File: src/verilog/spin_readout_pkg.sv
// Shared sizes and types for the spin readout path.
// FIFO_DEPTH must be a power of two so the FIFO pointers wrap on their own.

package spin_readout_pkg;

    // spins per vector
    localparam int NUM_SPIN = 16;

    // synchronizer stages and the width of the stage select
    localparam int SYNC_DEPTH = 4;
    localparam int SYNC_SEL_W = $clog2(SYNC_DEPTH);

    // deepest setting after reset
    localparam logic [SYNC_SEL_W-1:0] SYNC_SEL_RESET = {SYNC_SEL_W{1'b1}};

    // vectors held by the output FIFO
    localparam int FIFO_DEPTH = 4;
    localparam int FIFO_PTR_W = $clog2(FIFO_DEPTH);
    localparam int FIFO_CNT_W = $clog2(FIFO_DEPTH + 1);

    // transmit stage state
    typedef enum logic {
        TX_IDLE,
        TX_HOLD
    } tx_state_e;

endpackage
File: src/verilog/spin_readout_top.sv
// Spin readout path from the analog macro to a digital consumer.
// Both handshakes follow valid/ready; data must stay put until the transfer.
`timescale 1ns/1ps

module spin_readout_top (
    input  logic                                   clk_i,
    input  logic                                   rst_i,
    input  logic                                   en_i,
    input  logic                                   cfg_we_i,
    input  logic [spin_readout_pkg::SYNC_SEL_W-1:0] cfg_sync_sel_i,
    output logic [spin_readout_pkg::SYNC_SEL_W-1:0] cfg_sync_sel_o,
    input  logic [spin_readout_pkg::NUM_SPIN-1:0]   spin_i,
    input  logic                                   cmpt_finish_i,
    output logic                                   spin_valid_o,
    input  logic                                   spin_ready_i,
    output logic [spin_readout_pkg::NUM_SPIN-1:0]   spin_o,
    output logic                                   idle_o,
    output logic                                   overrun_o
);
    import spin_readout_pkg::*;

    // transmit stage to FIFO
    logic                tx_valid;
    logic                tx_ready;
    logic [NUM_SPIN-1:0] tx_spin;

    analog_tx u_tx (
        .clk_i          (clk_i),
        .rst_i          (rst_i),
        .en_i           (en_i),
        .cfg_we_i       (cfg_we_i),
        .cfg_sync_sel_i (cfg_sync_sel_i),
        .cfg_sync_sel_o (cfg_sync_sel_o),
        .spin_i         (spin_i),
        .cmpt_finish_i  (cmpt_finish_i),
        .tx_valid_o     (tx_valid),
        .tx_ready_i     (tx_ready),
        .tx_spin_o      (tx_spin),
        .idle_o         (idle_o),
        .overrun_o      (overrun_o)
    );

    spin_fifo u_fifo (
        .clk_i       (clk_i),
        .rst_i       (rst_i),
        .in_valid_i  (tx_valid),
        .in_ready_o  (tx_ready),
        .in_data_i   (tx_spin),
        .out_valid_o (spin_valid_o),
        .out_ready_i (spin_ready_i),
        .out_data_o  (spin_o)
    );

endmodule

File: src/verilog/spin_fifo.sv
// Spin vector FIFO with a registered head word.
// in_ready_o also rises when full and the head is popped on the same edge.
`timescale 1ns/1ps

module spin_fifo (
    input  logic                                 clk_i,
    input  logic                                 rst_i,
    input  logic                                 in_valid_i,
    output logic                                 in_ready_o,
    input  logic [spin_readout_pkg::NUM_SPIN-1:0] in_data_i,
    output logic                                 out_valid_o,
    input  logic                                 out_ready_i,
    output logic [spin_readout_pkg::NUM_SPIN-1:0] out_data_o
);
    import spin_readout_pkg::*;

    logic [NUM_SPIN-1:0]   mem [FIFO_DEPTH];
    logic [FIFO_PTR_W-1:0] wr_ptr_q;
    logic [FIFO_PTR_W-1:0] rd_ptr_q;
    logic [FIFO_PTR_W-1:0] rd_ptr_next;
    logic [FIFO_CNT_W-1:0] count_q;
    logic [NUM_SPIN-1:0]   head_q;
    logic                  full;
    logic                  push;
    logic                  pop;

    assign full        = (count_q == FIFO_CNT_W'(FIFO_DEPTH));
    assign out_valid_o = (count_q != '0);
    assign out_data_o  = head_q;
    assign in_ready_o  = !full || out_ready_i;
    assign push        = in_valid_i & in_ready_o;
    assign pop         = out_valid_o & out_ready_i;
    assign rd_ptr_next = rd_ptr_q + 1'b1;

    // pointers and occupancy
    always_ff @(posedge clk_i) begin
        if (rst_i) begin
            wr_ptr_q <= '0;
            rd_ptr_q <= '0;
            count_q  <= '0;
        end else begin
            if (push) begin
                wr_ptr_q <= wr_ptr_q + 1'b1;
            end
            if (pop) begin
                rd_ptr_q <= rd_ptr_next;
            end
            unique case ({push, pop})
                2'b10:   count_q <= count_q + 1'b1;
                2'b01:   count_q <= count_q - 1'b1;
                default: count_q <= count_q;
            endcase
        end
    end

    // head word also stays in mem so a full push may reuse its slot
    always_ff @(posedge clk_i) begin
        if (push) begin
            mem[wr_ptr_q] <= in_data_i;
        end
        if (pop) begin
            if (count_q > FIFO_CNT_W'(1)) begin
                head_q <= mem[rd_ptr_next];
            end else if (push) begin
                head_q <= in_data_i;
            end
        end else if (!out_valid_o && push) begin
            // empty FIFO passes the new word straight to the output
            head_q <= in_data_i;
        end
    end

    a_count_bound: assert property (
        @(posedge clk_i) disable iff (rst_i)
        count_q <= FIFO_CNT_W'(FIFO_DEPTH)
    ) else $error("spin_fifo: occupancy above depth");

endmodule

File: src/verilog/analog_tx.sv
// Transmit stage between the synchronizer and the digital side.
// A new vector always replaces a held one; the loss is flagged on overrun_o
// until reset.
`timescale 1ns/1ps

module analog_tx (
    input  logic                                   clk_i,
    input  logic                                   rst_i,
    input  logic                                   en_i,
    input  logic                                   cfg_we_i,
    input  logic [spin_readout_pkg::SYNC_SEL_W-1:0] cfg_sync_sel_i,
    output logic [spin_readout_pkg::SYNC_SEL_W-1:0] cfg_sync_sel_o,
    input  logic [spin_readout_pkg::NUM_SPIN-1:0]   spin_i,
    input  logic                                   cmpt_finish_i,
    output logic                                   tx_valid_o,
    input  logic                                   tx_ready_i,
    output logic [spin_readout_pkg::NUM_SPIN-1:0]   tx_spin_o,
    output logic                                   idle_o,
    output logic                                   overrun_o
);
    import spin_readout_pkg::*;

    logic [SYNC_SEL_W-1:0] sync_sel_q;
    logic                  sync_valid;
    logic [NUM_SPIN-1:0]   sync_data;
    logic [NUM_SPIN-1:0]   spin_q;
    tx_state_e             state_q;
    tx_state_e             state_d;
    logic                  transfer;
    logic                  overrun_q;

    spin_synchronizer u_sync (
        .clk_i     (clk_i),
        .rst_i     (rst_i),
        .en_i      (en_i),
        .data_i    (spin_i),
        .sel_i     (sync_sel_q),
        .capture_i (cmpt_finish_i),
        .valid_o   (sync_valid),
        .data_o    (sync_data)
    );

    assign transfer = tx_valid_o & tx_ready_i;

    // a load wins over a transfer on the same edge
    always_comb begin
        state_d = state_q;
        unique case (state_q)
            TX_IDLE: if (sync_valid) state_d = TX_HOLD;
            TX_HOLD: if (transfer && !sync_valid) state_d = TX_IDLE;
            default: state_d = TX_IDLE;
        endcase
    end

    always_ff @(posedge clk_i) begin
        if (rst_i) begin
            state_q    <= TX_IDLE;
            sync_sel_q <= SYNC_SEL_RESET;
            overrun_q  <= 1'b0;
        end else begin
            state_q <= state_d;
            // config writes only while enabled
            if (en_i && cfg_we_i) begin
                sync_sel_q <= cfg_sync_sel_i;
            end
            // held vector replaced before it was taken
            if (sync_valid && tx_valid_o && !tx_ready_i) begin
                overrun_q <= 1'b1;
            end
        end
    end

    always_ff @(posedge clk_i) begin
        if (sync_valid) begin
            spin_q <= sync_data;
        end
    end

    assign tx_valid_o     = (state_q == TX_HOLD);
    assign tx_spin_o      = spin_q;
    assign idle_o         = (state_q == TX_IDLE);
    assign overrun_o      = overrun_q;
    assign cfg_sync_sel_o = sync_sel_q;

    a_hold_stable: assert property (
        @(posedge clk_i) disable iff (rst_i)
        (tx_valid_o && !tx_ready_i && !sync_valid) |=> (tx_valid_o && $stable(tx_spin_o))
    ) else $error("analog_tx: held vector changed before transfer");

    a_overrun_sticky: assert property (
        @(posedge clk_i) disable iff (rst_i)
        overrun_o |=> overrun_o
    ) else $error("analog_tx: overrun flag cleared without reset");

endmodule

File: src/verilog/spin_synchronizer.sv
// Run-time selectable depth synchronizer for the macro spin vector.
// Inputs are forced to zero while en_i is low, as isolation cells would do.
// Changing sel_i with vectors in flight may drop or repeat one of them.
`timescale 1ns/1ps

module spin_synchronizer (
    input  logic                                   clk_i,
    input  logic                                   rst_i,
    input  logic                                   en_i,
    input  logic [spin_readout_pkg::NUM_SPIN-1:0]   data_i,
    input  logic [spin_readout_pkg::SYNC_SEL_W-1:0] sel_i,
    input  logic                                   capture_i,
    output logic                                   valid_o,
    output logic [spin_readout_pkg::NUM_SPIN-1:0]   data_o
);
    import spin_readout_pkg::*;

    logic [NUM_SPIN-1:0]   data_gated;
    logic                  capture_gated;
    logic [SYNC_DEPTH-1:0] valid_q;
    logic [NUM_SPIN-1:0]   data_q [SYNC_DEPTH];
    // back-to-back capture history per stage
    logic [SYNC_DEPTH-1:0] pair_hist_q;

    // isolation model
    assign data_gated    = en_i ? data_i : '0;
    assign capture_gated = en_i & capture_i;

    // valid and capture history pipeline
    always_ff @(posedge clk_i) begin
        if (rst_i) begin
            valid_q     <= '0;
            pair_hist_q <= '0;
        end else begin
            valid_q     <= {valid_q[SYNC_DEPTH-2:0], capture_gated};
            pair_hist_q <= {pair_hist_q[SYNC_DEPTH-2:0], capture_gated & valid_q[0]};
        end
    end

    always_ff @(posedge clk_i) begin
        data_q[0] <= data_gated;
        for (int i = 1; i < SYNC_DEPTH; i++) begin
            data_q[i] <= data_q[i-1];
        end
    end

    // tap picked at run time
    assign valid_o = valid_q[sel_i];
    assign data_o  = data_q[sel_i];

    // two valid cycles in a row only come from two captures in a row
    a_single_valid: assert property (
        @(posedge clk_i) disable iff (rst_i)
        (valid_o && $past(valid_o) && $stable(sel_i)) |-> (|pair_hist_q)
    ) else $error("synchronizer: repeated valid without back-to-back capture");

endmodule

File: config.mk
export PLATFORM = sky130hd
export DESIGN_NAME = spin_readout_top
export DESIGN_NICKNAME = d
export VERILOG_FILES = /design/src/verilog/spin_readout_pkg.sv /design/src/verilog/spin_readout_top.sv /design/src/verilog/spin_fifo.sv /design/src/verilog/analog_tx.sv /design/src/verilog/spin_synchronizer.sv
export SDC_FILE = /design/constraint.sdc
export NUM_CORES = 1
export LEC_CHECK = 0
export ABC_AREA = 1
export ABC_CLOCK_PERIOD_IN_PS = 3100
export BUFFER_PORTS_ARGS = -buffer_cell sky130_fd_sc_hd__buf_2
export CAP_MARGIN = 10
export CORE_MARGIN = 5
export CORE_UTILIZATION = 53
export DETAILED_ROUTE_END_ITERATION = 8
export PLACE_DENSITY = 0.71
export REMOVE_ABC_BUFFERS = 1
export SYNTH_ARGS = -nofsm -noshare
export SYNTH_HDL_FRONTEND = slang
export SYNTH_SLANG_ARGS = --single-unit
File: constraint.sdc
create_clock -name clk_i -period 3.1 [get_ports clk_i]
set_clock_uncertainty 0.05 [all_clocks]
set_input_delay 0.62 -clock clk_i [delete_from_list [all_inputs] [get_ports clk_i]]
set_output_delay 0.62 -clock clk_i [all_outputs]
set_load 0.005 [all_outputs]
==> impl_metrics.toml <==
[global_routing]
grt_pass1_wl_um = 18100
grt.total_usage = 0.162
grt_overflow = 0
grt_pass1_vias = 3730
grt_start_max_net_pins = 36
antenna_found_initial = 0

[critical_path]
cp-start-kind = "flop"
required_ns = 2.43
crit_path_max_fanout = 5
cp_data_arrival_time_ns = 1.49
cp-end-kind = "output pin"
worst-setup-path-type = "flop to output pin"
crit_chain = "inv_1 > ha_1 > nand2_2 > buf_2"
slowest_stage = "dfxtp_1"
max_stage_delay_ns = 0.42

[die]
design.core.area_um2 = 11900
die_y_um = 120
die_x_um = 120
rows = 40
dieArea_um2 = 14300
pin_count = 45
start_util = 0.534

[cts]
htree_levels = 4
cts_hold_buf = 0
cts_sinks = 175
cts_tree = "yes"
cts_setup_buffers = 0
clock_latency_ns = 0.43
clock_path_buffers = 2
numCtsBuffers = 17
cts_resized = 0
clk_pin_slew_ns = 0.07
cts-root-buf = "clkbuf_16"

[cells_and_area]
nets = 680
finalNonFillerCells = 807
diodes = 0
finish.instance_area_um2 = 7300
multi_input_area_um2 = 1610
area_growth_pct = 14.7
fill_cells = 970
ff_latch_area_um2 = 4460
drive_above_1_share = 0.148

[yosys]
syn_inst = 598
synthSimpleGateAreaFrac = 0.177
synth.top_cell.area_share = 0.453
ys_seq_area_frac = 0.701
yosys_warnings = 0
synth_top_family_by_area = "simple AND/OR/NAND/NOR gates"
avgSynthCellArea_um2 = 10.6
synthXorXnorAreaFrac = 0.00138
ys_top_cells_by_area = "edfxtp_1 45%, dfxtp_1 25%, nand2_1 10%"
synth.distinct_cells = 25
ys_ff_latch = 175
synth_fa_ha_area_frac = 0.0177
synth_compound_area_frac = 0.0572
synth_mux_area_frac = 0
syn_area_um2 = 6360
yosys.area.top_type = "edfxtp_1"

[sta]
period_share = 0.696
slew_headroom = 0.584
fmax_mhz = 464
drv_slew = 0
worst-slew-pin-transition_ns = 0.623
hold_viol = 0
period_needed_ns = 2.16
fin_tns_setup_ns = 0
grt_setup_unrepaired = "false"
setup_viol = 0
whs_ns = 0.297

[placement]
hpwlAfterDp_um = 6820
place_congestion = 0.775
portBuffers = 44
dp.cells = 775
dpl_cell_area_um2 = 6700

[drt]
routed_wirelength_um = 11000
wl_per_cell_um = 13.6
firstDrtPassIters = 5
viasPerCell = 4.88
route.detailed.drc = 0
via_count = 3938
drt_iter0_markers = 179
antenna_left = 0

[run]
drv_cap = 0

[pwr]
p_leak_nw = 3.11
max-vdd-ir-drop_v = 0.000367
power.density_nw_per_um2 = 760

[outcome]
status = "complete, no violations"

[min_path]
min_path_type = "flop to flop"
[per-stage QoR]
step                       util  power, mW  setup slack (ns)
after global routing      0.613       5.82             0.836
after detailed placement  0.562       3.47              1.01
after floorplan               -       3.23             0.678
after CTS                 0.613       5.59             0.933
final                     0.613       5.55             0.943
after global placement    0.562       3.43              1.16
[cells in the final DEF, fill, tap and decap left out, drive strengths merged]
master,instances
nand2,180
nor2,98
edfxtp,96
dfxtp,79
buf,52
inv,50
o21ai,39
clkbuf,17
o22ai,16
ha,9
a21oi,7
nand3,6
o211ai,3
clkinv,3
clkinvlp,2
bufinv,2
xor2,1
[worst paths after layout]
kind	start	endpoint	slack, ns	cells after the start
max	u_fifo.count_q[0]	spin_valid_o	0.94	4
min	u_tx.u_sync.data_q[2][13]	u_tx.u_sync.data_q[3][13]	0.30	0
min reg2reg	u_tx.u_sync.data_q[2][13]	u_tx.u_sync.data_q[3][13]	0.30	0
max reg2reg	u_fifo.count_q[0]	u_fifo.out_data_o[8]	0.99	6
[state kept, by name (all words and copies together) (netlist names), 3 cells and up]
register and cells:
u_fifo.out_data_o 16, u_tx.tx_spin_o 16, u_fifo.mem 64, u_tx.u_sync.data_q 64, u_fifo.count_q 3, u_tx.u_sync.valid_q 4
[layout make-up]
class                           count  area share
Clock inverter                     15      0.0243
Inverter                           42      0.0219
Clock buffer                       17      0.0583
Timing Repair Buffer               52      0.0384
Sequential cell                   175       0.611
Multi-Input combinational cell    359       0.220
Tap cell                          147      0.0252
[logic make-up after synthesis]
group | count (synthesis)
and+or+nand+nor | 284
DFF | 175
AOI/OAI and AO/OA | 65
buffers and inverters | 64
adders and majority gates | 9
xor gates and xnor gates | 1
[per-layer routing]
metal / global-route usage / share of wire
met1: 0.199 / 0.45
met2: 0.266 / 0.49
met3: 0.0547 / 0.041
met4: 0.0637 / 0.017
met5: 0 / 0
[power breakdown]
group          switching [mW]  internal (mW)  leakage [nW]
Combinational           0.514          0.249          1.29
Sequential             0.0607           2.59          1.53
Clock                   0.918           1.22         0.291
Total                    1.49           4.06          3.11
[cell usage after synthesis, drive strengths merged]
cell type	instances
nand2	180
nor2	98
edfxtp	96
dfxtp	79
inv	42
o21ai	39
o22ai	16
buf	15
ha	9
a21oi	7
clkbuf	7
nand3	6
o211ai	3
xor2	1
[critical path: cells and delay by family (launching register included)]
family	cells	cell delay, ns
flops	1	0.42
fa+ha+maj	1	0.30
buf+inv	2	0.23
simple gates	1	0.11
Note: power is estimated with default switching activity, not from simulation.
